$ cat config.mk
export PLATFORM = sky130hd
export DESIGN_NAME = reservation_station
export DESIGN_NICKNAME = d
export VERILOG_FILES = /design/src/logic/tomasulo_pkg.sv /design/src/logic/reservation_station.sv
export SDC_FILE = /design/constraint.sdc
export NUM_CORES = 1
export LEC_CHECK = 0
export ABC_CLOCK_PERIOD_IN_PS = 4080
export BUFFER_PORTS_ARGS = -buffer_cell sky130_fd_sc_hd__buf_2
export CAP_MARGIN = 20
export CORE_MARGIN = 4
export CORE_UTILIZATION = 50
export CTS_CLUSTER_SIZE = 28
export DETAILED_ROUTE_END_ITERATION = 8
export PLACE_DENSITY = 0.77
export SETUP_SLACK_MARGIN = 0.05
export SLEW_MARGIN = 0
export SYNTH_ARGS = -nofsm -noshare
export SYNTH_HDL_FRONTEND = slang
export SYNTH_SLANG_ARGS = --single-unit
$ cat constraint.sdc
create_clock -name clk -period 4.08 [get_ports clk]
set_input_delay 0.408 -clock clk [delete_from_list [all_inputs] [get_ports clk]]
set_output_delay 0.408 -clock clk [all_outputs]
set_load 0.01 [all_outputs]
$ cat src/logic/tomasulo_pkg.sv
// Tomasulo FP core shared definitions
// data and register widths, instruction word layout,
// unit latencies, station depths and the opcode encoding
package tomasulo_pkg;

  // register and bus value
  typedef logic [31:0] data_t;

  // register number, r0 is the constant zero register
  typedef logic [2:0] reg_idx_t;

  // raw instruction word
  // [11:9] opcode, [8:6] dest, [5:3] src a, [2:0] src b
  typedef logic [11:0] instr_t;

  // opcodes known to the core, anything else decodes as nop
  typedef enum logic [2:0] {
    op_nop   = 3'd0,
    op_addf  = 3'd3,
    op_multf = 3'd4
  } opcode_e;

  // register file size, including r0
  localparam int NUM_REGS = 8;

  // value loaded into r1..r7 at reset
  localparam data_t REG_RESET_VALUE = 32'd1;

  // cycles from accept to result in each unit
  localparam int ADD_LATENCY = 3;
  localparam int MUL_LATENCY = 5;

  // entries per reservation station
  localparam int ADD_RS_DEPTH = 3;
  localparam int MUL_RS_DEPTH = 2;

endpackage

$ cat src/logic/reservation_station.sv
// Reservation station
// age-ordered queue of DEPTH entries waiting for operands;
// pending operands are captured by register number from the
// common data bus, and the oldest ready entry issues to the
// unit when it is idle, with younger entries shifting down
`timescale 1ns/1ps

module reservation_station import tomasulo_pkg::*; #(
  parameter int DEPTH = 2
) (
  input  logic     clk,
  input  logic     rst_n,
  input  logic     disp_valid,
  input  opcode_e  disp_op,
  input  reg_idx_t disp_dest,
  input  reg_idx_t disp_a_reg,
  input  reg_idx_t disp_b_reg,
  input  data_t    disp_a_value,
  input  data_t    disp_b_value,
  input  logic     disp_a_busy,
  input  logic     disp_b_busy,
  input  logic     unit_idle,
  input  logic     cdb_valid,
  input  reg_idx_t cdb_reg,
  input  data_t    cdb_value,
  output logic     full,
  output logic     ex_valid,
  output opcode_e  ex_op,
  output reg_idx_t ex_dest,
  output data_t    ex_a,
  output data_t    ex_b
);

  localparam int IDX_W = (DEPTH > 1) ? $clog2(DEPTH) : 1;

  typedef struct packed {
    opcode_e  op;
    reg_idx_t dest;
    reg_idx_t a_tag;
    reg_idx_t b_tag;
    logic     a_rdy;
    logic     b_rdy;
    data_t    a_val;
    data_t    b_val;
  } entry_t;

  // slot 0 is the oldest
  entry_t             ent_q [DEPTH];
  entry_t             ent_d [DEPTH];
  entry_t             snp   [DEPTH];
  logic [DEPTH-1:0]   valid_q;
  logic [DEPTH-1:0]   valid_d;
  logic [IDX_W-1:0]   sel;
  logic               found;
  logic               issue;

  // oldest entry with both operands in hand
  always_comb begin
    found = 1'b0;
    sel   = '0;
    for (int i = 0; i < DEPTH; i++) begin
      if (!found && valid_q[i] && ent_q[i].a_rdy && ent_q[i].b_rdy) begin
        found = 1'b1;
        sel   = IDX_W'(i);
      end
    end
  end

  assign issue = found && unit_idle;

  // issue is combinational, the unit latches it on the edge
  assign ex_valid = issue;
  assign ex_op    = ent_q[sel].op;
  assign ex_dest  = ent_q[sel].dest;
  assign ex_a     = ent_q[sel].a_val;
  assign ex_b     = ent_q[sel].b_val;

  // queue is compacted once the last slot is taken
  assign full = valid_q[DEPTH-1];

  always_comb begin
    int cnt;
    cnt = 0;
    // snoop the bus for waiting operands
    for (int i = 0; i < DEPTH; i++) begin
      snp[i] = ent_q[i];
      if (cdb_valid && !snp[i].a_rdy && (cdb_reg == snp[i].a_tag)) begin
        snp[i].a_val = cdb_value;
        snp[i].a_rdy = 1'b1;
      end
      if (cdb_valid && !snp[i].b_rdy && (cdb_reg == snp[i].b_tag)) begin
        snp[i].b_val = cdb_value;
        snp[i].b_rdy = 1'b1;
      end
    end
    // drop the issued entry, younger ones move down a slot
    valid_d = '0;
    for (int i = 0; i < DEPTH; i++) begin
      ent_d[i] = snp[i];
    end
    for (int i = 0; i < DEPTH; i++) begin
      if (valid_q[i] && !(issue && (sel == IDX_W'(i)))) begin
        ent_d[cnt]   = snp[i];
        valid_d[cnt] = 1'b1;
        cnt++;
      end
    end
    // new entry goes behind the survivors
    if (disp_valid && (cnt < DEPTH)) begin
      ent_d[cnt].op    = disp_op;
      ent_d[cnt].dest  = disp_dest;
      ent_d[cnt].a_tag = disp_a_reg;
      ent_d[cnt].b_tag = disp_b_reg;
      // a broadcast in the dispatch cycle itself is taken directly
      ent_d[cnt].a_rdy = !disp_a_busy || (cdb_valid && (cdb_reg == disp_a_reg));
      ent_d[cnt].b_rdy = !disp_b_busy || (cdb_valid && (cdb_reg == disp_b_reg));
      ent_d[cnt].a_val = disp_a_busy ? cdb_value : disp_a_value;
      ent_d[cnt].b_val = disp_b_busy ? cdb_value : disp_b_value;
      valid_d[cnt]     = 1'b1;
    end
  end

  always_ff @(posedge clk) begin
    if (!rst_n) begin
      valid_q <= '0;
    end else begin
      valid_q <= valid_d;
    end
  end

  // entry payload, meaningful only where valid_q is set
  always_ff @(posedge clk) begin
    for (int i = 0; i < DEPTH; i++) begin
      ent_q[i] <= ent_d[i];
    end
  end

endmodule

-- Yosys cells after proc, flatten, opt, wreduce, memory -nomap -nowiden
Memories as Yosys holds them, arrays and structs flattened.
Index checks and enable logic that the tools add are counted.
- add/sub/neg operators: 1
- $mul: 0
- div/mod/pow operators: 0
- order comparisons: 9
- eq/ne operators: 6
- shift-type cells: 0
- muxes and demuxes: 51
- bitwise gates (word level): 5
- reductions and logical operators: 36
- operators by type and width (operator ; number):
    156-bit bitwise mux ; 9
    78-bit demux with 1-bit select ; 9
    156-bit 2-to-1 mux ; 2
    32-bit 2-to-1 mux ; 8
    78-bit 2-to-1 mux ; 2
    32-bit by 3-bit < comparator with 1-bit output, second input constant ; 3
    75-bit 2-to-1 mux ; 1
    72-bit 2-to-1 mux ; 1
    69-bit 2-to-1 mux ; 1
    66-bit 2-to-1 mux ; 1
    65-bit 2-to-1 mux ; 1
    32-bit by 1-bit greater-or-equal comparator with 1-bit output, second input constant ; 2
    32-bit by 2-bit greater-or-equal comparator with 1-bit output, second input constant ; 2
    32-bit by 1-bit < comparator with 1-bit output, second input constant ; 2
    64-bit 2-to-1 mux ; 1
    32-bit inverter ; 2
    32-bit by 2-bit adder with 32-bit output, second input constant ; 1
    1-bit logical AND ; 25
    3-bit == test ; 6
    1-bit 2-to-1 mux ; 11
    1-bit zero test ; 9
    2-bit 2-to-1 mux ; 2
    1-bit demux with 1-bit select ; 2
    1-bit logical OR ; 2
    3 further kinds ; 3
- register bits: 2
- latch bits: 0
- memory bits (writable): 156
- ROM bits: 0
- input bits: 118
- output and inout bits: 72
- logic and storage cells: 110
- memories: 1
- memories (name ; depth ; width ; read ports ; clocked after memory_dff ; wr ports ; RTL line ; RTL):
    ent_q ; 2 ; 78 ; 3 ; 0 ; 2 ; reservation_station.sv:48 ; entry_t ent_q [DEPTH];

-- Logic depth before layout (Yosys ltp)
Gate-level depths: netlist of the first run.
- word-level depth: 29
- mapped depth: 13
- gate-level depth less buffers: 9

-- Worst setup path after synthesis of the first run
OpenSTA, ideal clock, no wires.
- path type: register to register
- from: memory ent_q[0][65] (netlist name)
- to: memory ent_q[1][66] (netlist name) (enable)
- setup time: 0.381 ns
- arrival time: 2.225 ns
- required time: 3.699 ns
- setup slack: 1.473 ns
- stages on the path, launching flop included: 11
- buffers on the path: 4
- period minus slack after synthesis: 2.607 ns
- path through: dfxtp_1 -> and3_1 -> buf_2 -> o21a_1 -> clkbuf_1 -> ha_1 -> nor2b_1 -> buf_2 -> nand2_1 -> inv_1 -> clkbuf_1
- RTL lines (element ; RTL line):
    start, declared ; reservation_station.sv:48

==> results of run 1 <==
==> logic make-up (layout without fill, tap and decap cells) <==
family,after synthesis,count (layout)
mux,249,249
simple gates,206,206
compound gates,205,205
flops,158,158
buf+inv,122,271
xor+xnor,18,18
fa+ha+maj,2,2
other cells,0,1
==> area by class of cell <==
type | count | area, um^2
diodes | 1 | 2.50
well taps | 229 | 287
inverters | 31 | 116
flip-flops and latches | 158 | 3280
repair buffers | 208 | 1100
fillers | 1588 | 7270
clock buffers | 21 | 482
clock inverters | 11 | 87.6
multi-input cells | 680 | 5520
==> path summary, 6_finish.rpt <==
check / to / slack (ns) / cells after the start
setup / recovery: ent_q[1][31] / 1.18 / 8
hold / removal: ent_q[0][74] / 0.20 / 3
setup reg to reg: ent_q[1][31] / 1.18 / 8
hold reg to reg: ent_q[0][73] / 0.55 / 2
==> state kept, by name, indices dropped and copies added (netlist names) <==
register  cells
ent_q       156
valid_q       2
==> layer usage <==
layer,global-route usage,part of all wire,up-vias
li1,-,-,3827
met1,0.352,0.44,3816
met2,0.399,0.47,340
met3,0.0437,0.070,40
met4,0.0790,0.018,6
met5,0,0.0013,-
==> through the flow <==
step	utilization	setup slack (ns)	hold WS, ns
finish	0.599	1.18	0.197
global placement	0.568	1.24	0.512
CTS	0.599	1.25	0.183
global route	0.599	0.974	0.202
detailed placement	0.568	1.16	0.530
floorplan	-	1.47	0.500
==> worst max-delay path, stage by stage, from the launching register on <==
cell      delay [ns]
dfxtp_1         0.38
and3_1          0.28
nand2b_1        0.29
inv_1           0.12
ha_1            0.46
nand2_4         0.11
buf_4           0.81
nor2_1          0.13
nor2_1          0.16
==> power by group <==
group	leakage, nW	internal, mW	switching, mW	total (mW)
logic	3.30	1.37	1.62	2.99
registers	1.34	2.28	0.348	2.63
clock network	0.288	0.902	0.646	1.55
total	4.93	4.55	2.61	7.16
==> synth_stat cells, drive strengths merged, types with 18 or more instances <==
cell,instances
buf,47
inv,31
mux2,134
a211oi,75
nor2,132
mux2i,115
dfxtp,146
clkbuf,44
xnor2,18
nor3,27
a41oi,27
a21oi,42
a221oi,39
==> impl_metrics.toml, run 1 <==
[grt]
antenna_found_initial = 4
grt_pass1_vias = 7705
grt_max_degree = 104
grt_pass1_wl_um = 41400
grt-ovfl-total = 0
gr-usage-all-layers = 0.252

[route]
wl_um = 26700
drt-initial-drc-count = 639
vias = 8029
drtPass1Iterations = 7
viasPerCell = 6.00
routedWlPerCell_um = 19.9
drtAntennaViolNets = 0
drc_errors = 0

[place]
io_buffers = 189
dp.cells = 1306
placed_cell_area_mm2 = 0.0103
dpl.hpwl_um = 17200
gp_congestion = 0.817

[synthesis]
syn-num-nets = 1080
syn_inst = 960
yosysTopAreaCell = "dfxtp_1"
synthArstFlopShare = 0
synth_enable_flop_cells = 12
ys_ff_latch = 158
synth_compound_area_frac = 0.174
yosysWarnings = 0
synth-simple-area-share = 0.0978
synth_top_cell_area_share = 0.313
synth.distinct_cells = 37
synthAdderAreaFrac = 0.00268
syn_area_per_cell_um2 = 9.73
synth_top_family_by_area = "multiplexers"
synth_mux_area_frac = 0.285
syn_area_mm2 = 0.00934
synthFlopType = "dfxtp_1"
synth_area_leaders = "dfxtp_1 31%, mux2_2 16%, mux2i_1 12%"
synth_seq_area_share = 0.352
synth-xor-area-share = 0.0253

[floorplanning]
dieArea_mm2 = 0.0209
die_w_um = 145
start_util = 0.515
std_cell_rows = 49
die_h_um = 145
core_area_mm2 = 0.0181
ios = 190

[clocking]
cts_made_buffers = 17
cts.clk_slew.worst_paths_ns = 0.06
postCtsHoldBufs = 0
cts_tree = "built"
clk_path_buf_depth = 2
htreeDepth = 4
cts-resized-gates = 0
clock_sinks = 158
post-cts-setup-buffers = 0
clkLatencyLatePin_ns = 0.42
cts-root-buf = "clkbuf_16"

[job]
maxCapViolCount = 0

[power_and_ir_drop]
p_leak_nw = 4.93
vdd_drop_max_uv = 365
power_mw = 7.16
p_per_area_mw_per_mm2 = 658

[critical_path]
cp.arrival_ns = 3.25
crit_start = "ent_q[0][65]"
path_class = "register to register"
end_kind = "register"
reg2reg_from = "ent_q[0][65]"
cp_max_fo = 103
start_kind = "register"
crit_required_ns = 4.43

[sta]
finalHoldViolCount = 0
rsz0062_at_grt = "no"
skew_ns = 0.00628
tightest_slew_ns = 1.12
timing.final.crit_period_ns = 2.90
fmax_mhz = 345
slew-limit-headroom = 0.255
slew_viol_final = 0
setup_violations = 0
post-route-period-util = 0.710
tns_ns = 0

[final_layout]
mostFrequentLayoutCell = "buf_2"
fin_area_mm2 = 0.0109
drive_gt1_frac = 0.372
mostFrequentLayoutCells = "189 x buf_2, 146 x dfxtp_1, 134 x mux2_2, 130 x nor2_1, 115 x mux2i_1"
syn_to_final_growth_pct = 16.4
final_nets = 1216
stdcell_count = 1339

[outcome]
outcome = "completed"

[min_path]
hp-start = "disp_dest[2]"
hold_path_class = "primary input to register"
Power figures use the tool's default switching activity.
==> run 2: changes to the inputs <==
ABC_CLOCK_PERIOD_IN_PS = 2500   (was 4080)
PLACE_DENSITY = 0.8   (was 0.77)
clock period = 2.5 ns   (was 4.08 ns; I/O delays follow)
==> run 2 against run 1 <==
Register-to-register slack worse by 0.99 ns; wire length is 3.0% higher; via count is 2.0% higher; first-iteration DRC count is 3.8% lower; core utilization is 1.6 points higher; largest power group unchanged.
==> impl_metrics.toml, run 2 (synthesis gave the netlist of run 1 again) <==
[outcome]
outcome = "completed"

[route]
drtAntennaViolNets = 0
drtPass1Iterations = 5
drc_errors = 0
routedWlPerCell_um = 20.1
drt-initial-drc-count = 615
viasPerCell = 6.00
wl_um = 27500
vias = 8190

[grt]
antenna_found_initial = 0
gr-usage-all-layers = 0.259
grt_max_degree = 81
grt-ovfl-total = 0
grt_pass1_wl_um = 42300
grt_pass1_vias = 8047

[clocking]
clock_sinks = 158
clk_path_buf_depth = 2
cts_made_buffers = 17
cts_tree = "built"
clkLatencyLatePin_ns = 0.43
cts-root-buf = "clkbuf_16"
cts.clk_slew.worst_paths_ns = 0.06
htreeDepth = 4

[final_layout]
fillers = 1537
utilization = 0.616
mostFrequentLayoutCell = "buf_2"
syn_to_final_growth_pct = 19.6
drive_gt1_frac = 0.390
max_flop_register = "ent_q"
stdcell_count = 1366
mostFrequentLayoutCells = "189 x buf_2, 146 x dfxtp_1, 134 x mux2_2, 130 x nor2_1, 115 x mux2i_1"
reg_top3 = "ent_q: 156 flops, valid_q: 2 flops"
largest_reg_flops = 156
final_nets = 1244
num_antenna_cells = 0

[sta]
skew_ns = 0.00933
setup_violations = 0
whs_ns = 0.0285
finalHoldViolCount = 0
slew-limit-headroom = 0.484
slew_viol_final = 0
rsz0062_at_grt = "no"
tightest_slew_ns = 0.772
fmax_mhz = 416
post-route-period-util = 0.960
tns_ns = 0
timing.final.crit_period_ns = 2.40

[place]
dp.cells = 1332
gp_congestion = 0.833
dpl.hpwl_um = 18200
io_buffers = 189

[floorplanning]
core_area_mm2 = 0.0181
start_util = 0.515
die_h_um = 145
ios = 190
dieArea_mm2 = 0.0209
die_w_um = 145
std_cell_rows = 49

[critical_path]
reg2reg_slack_ns = 0.19
crit_required_ns = 2.25
start_kind = "register"
path_class = "register to output port"
end_kind = "output port"
cp_max_fo = 38
cp.arrival_ns = 2.15

[job]
maxCapViolCount = 0

[power_and_ir_drop]
p_per_area_mw_per_mm2 = 1060
p_leak_nw = 5.09
vdd_drop_max_uv = 558

[min_path]
hold_path_class = "primary input to register"
-- run 2: changes by cell type in the layout (fill, tap and decap cells not counted), moves of 2 or more --
| cell | delta |
|---|---|
| a221oi_1 | -2 |
| a221oi_2 | +2 |
| buf_12 | +7 |
| buf_4 | +20 |
| clkbuf_1 | +2 |
| clkbuf_8 | -2 |
-- run 2: path summary, 6_finish.rpt --
path / end / from / cells past startpoint
setup / recovery: ex_b[5] / ent_q[0][65] / 6
hold / removal: ent_q[0][74] / disp_dest[2] / 3
setup reg to reg: ent_q[0][38] / ent_q[0][65] / 10
hold reg to reg: ent_q[0][72] / ent_q[0][72] / 2
-- run 2: critical path, cell delays in order (launching register included) --
cell	delay (ns)
dfxtp_1	0.33
and3_1	0.20
buf_4	0.16
nor2_4	0.18
buf_12	0.27
mux2_2	0.40
buf_2	0.15
-- run 2: what timing repair did --
| item | in CTS | in global routing |
|---|---|---|
| pin swaps | 2 | 0 |
| gates resized for setup | 3 | 6 |
| hold buffers | 0 | 0 |
| gates cloned | 1 | 0 |
| endpoints found under the setup margin | 89 | 36 |
| hold endpoints to repair | 0 | 0 |
| setup buffers | 1 | 0 |
-- run 2: routing by layer --
metal / track usage / wire length, um / up-vias
met4: 0.100 / 755 / 0
met1: 0.334 / 11600 / 3875
met5: 0 / 0 / -
met3: 0.0486 / 2010 / 53
met2: 0.430 / 13200 / 372
li1: - / - / 3890
-- run 2: report_power, final --
| part | total, mW | switching (mW) | internal, mW |
|---|---|---|---|
| logic | 5.10 | 2.72 | 2.38 |
| clock network | 2.47 | 1.05 | 1.42 |
| registers | 4.28 | 0.563 | 3.72 |
| total | 11.9 | 4.34 | 7.52 |
-- run 2: stage by stage --
stage	setup slack, ns	instance area (um^2)	total power [mW]
2_1_floorplan	0.0795	9340	7.67
3_3_place_gp	-0.0715	10600	9.16
3_5_place_dp	-0.113	10600	9.32
4_1_cts	0.0544	11100	11.8
5_1_grt	0.0609	11200	12.6
6_report	0.0988	11200	11.9
-- run 2: layout make-up --
class                           count  area, um^2  area share
Multi-Input combinational cell    681        5550       0.496
Sequential cell                   158        3280       0.294
Timing Repair Buffer              235        1390       0.125
Clock buffer                       21         462      0.0413
Tap cell                          229         287      0.0256
Inverter                           31         116      0.0104
Clock inverter                     11        90.1     0.00806
==> run 3: changes to the inputs <==
ABC_CLOCK_PERIOD_IN_PS = 2400   (was 2500)
PLACE_DENSITY = 0.77   (was 0.8)
clock period = 2.4 ns   (was 2.5 ns; I/O delays follow)
==> run 3 against run 2 <==
Via count decreased by 1.3%; sequential share of layout area decreased by 0.24 points; wire length decreased by 0.35%; critical path depth increased by 1; combinational power increased by 3%; count of clock-buffer cells in the layout increased by 3; die area unchanged; core utilization increased by 0.51 points.
==> impl_metrics.toml, run 3 (synthesis gave the netlist of run 1 again) <==
[floorplanning]
core_area_mm2 = 0.0181
die_w_um = 145
die_h_um = 145
std_cell_rows = 49
ios = 190
start_util = 0.515
dieArea_mm2 = 0.0209

[route]
drt-initial-drc-count = 575
viasPerCell = 5.92
wl_um = 27400
vias = 8085
routedWlPerCell_um = 20.1
drc_errors = 0
drtPass1Iterations = 5
drtAntennaViolNets = 0

[sta]
setup_violations = 0
skew_ns = 0.0116
fmax_mhz = 426
finalHoldViolCount = 0
tns_ns = 0
rsz0062_at_grt = "yes"
tightest_slew_ns = 0.551
timing.final.crit_period_ns = 2.35
post-route-period-util = 0.978
slew-limit-headroom = 0.633
finalWorstSetupSlack_ns = 0.0532
slew_viol_final = 0

[final_layout]
syn_to_final_growth_pct = 20.6
reg_top3 = "ent_q: 156 flops, valid_q: 2 flops"
max_flop_register = "ent_q"
largest_reg_flops = 156
fin_area_mm2 = 0.0113
fillers = 1525
mostFrequentLayoutCells = "189 x buf_2, 146 x dfxtp_1, 133 x mux2_2, 130 x nor2_1, 115 x mux2i_1"
final_nets = 1241
drive_gt1_frac = 0.386
stdcell_count = 1366
mostFrequentLayoutCell = "buf_2"

[clocking]
clock_sinks = 158
cts_tree = "built"
htreeDepth = 4
clk_path_buf_depth = 2
clkLatencyLatePin_ns = 0.43
cts-root-buf = "clkbuf_16"
cts.clk_slew.worst_paths_ns = 0.06
cts_made_buffers = 17
postCtsHoldBufs = 0

[critical_path]
end_kind = "output port"
cp_max_fo = 8
start_kind = "register"
crit_required_ns = 2.16
reg2reg_slack_ns = 0.23
cp.arrival_ns = 2.11
path_class = "register to output port"

[grt]
grt_pass1_wl_um = 42000
grt-ovfl-total = 0
grt_max_degree = 72
grt_pass1_vias = 7954
gr-usage-all-layers = 0.255
antenna_found_initial = 4

[place]
placed_cell_area_mm2 = 0.0106
gp_congestion = 0.829
dp_slack_ns = 0.128
io_buffers = 189
dp.cells = 1326
dpl.hpwl_um = 18500

[power_and_ir_drop]
p_per_area_mw_per_mm2 = 1100
vdd_drop_max_uv = 582
power_mw = 12.4
p_leak_nw = 5.12

[outcome]
outcome = "completed"

[job]
maxCapViolCount = 0

[min_path]
hold_path_class = "primary input to register"
-- run 3: changes by cell type in the layout (fill, tap and decap cells not counted), sizes merged --
cell	change
buf	-4
clkbuf	+5
clkinv	-4
clkinvlp	-1
diode	+3
inv	+2
nor2	-1
-- run 3: metrics by stage --
step           hold slack (ns)  utilization
3_3_place_gp             0.449        0.583
5_1_grt                 0.0415        0.621
4_1_cts                 0.0141        0.616
2_1_floorplan            0.349            -
3_5_place_dp             0.458        0.583
6_report                0.0316        0.621
-- run 3: critical path, cell delays in order, from the launching register on --
cell       delay [ns]
dfxtp_1          0.35
and3_1           0.19
buf_4            0.16
nor2_4           0.15
buf_4            0.17
clkbuf_16        0.17
mux2_2           0.35
buf_2            0.15
-- run 3: routing by layer --
| layer | global-route usage | share of wire | routed length, um | up-vias |
|---|---|---|---|---|
| met2 | 0.434 | 0.49 | 13400 | 315 |
| li1 | - | - | - | 3883 |
| met4 | 0.0785 | 0.019 | 529 | 2 |
| met3 | 0.0457 | 0.063 | 1740 | 36 |
| met5 | 0 | 0.00026 | 7 | - |
| met1 | 0.332 | 0.43 | 11700 | 3849 |
-- run 3: power breakdown --
part / total, mW / switching (mW) / leakage (nW) / internal, mW
Clock: 2.71 / 1.10 / 0.292 / 1.61
Combinational: 5.24 / 2.78 / 3.49 / 2.46
Sequential: 4.48 / 0.606 / 1.34 / 3.87
-- run 3: final timing paths --
| kind | start | endpoint | depth (start not counted) |
|---|---|---|---|
| worst min-delay path | disp_dest[0] | ent_q[0][72] | 3 |
| worst max register to register | ent_q[1][64] | ent_q[0][59] | 8 |
| worst max-delay path | ent_q[0][64] | ex_b[12] | 7 |
| worst min register to register | ent_q[0][75] | ent_q[0][75] | 2 |
-- run 3: cell type report --
type                       count  area [um^2]  area share
tap                          229          287      0.0254
inverter                      31          116      0.0103
multi-input combinational    680         5530       0.491
clock inverter                 8         73.8     0.00655
antenna                        3         7.51    0.000666
sequential                   158         3280       0.291
clock buffer                  24          514      0.0456
timing repair buffer         233         1450       0.129
-- run 3: what timing repair did --
action | CTS | global route
buffers inserted | 0 | 2
resized for setup | 0 | 3
cloned | 0 | 3
endpoints found under the setup margin | 7 | 114
endpoints found under the hold margin | 0 | 0
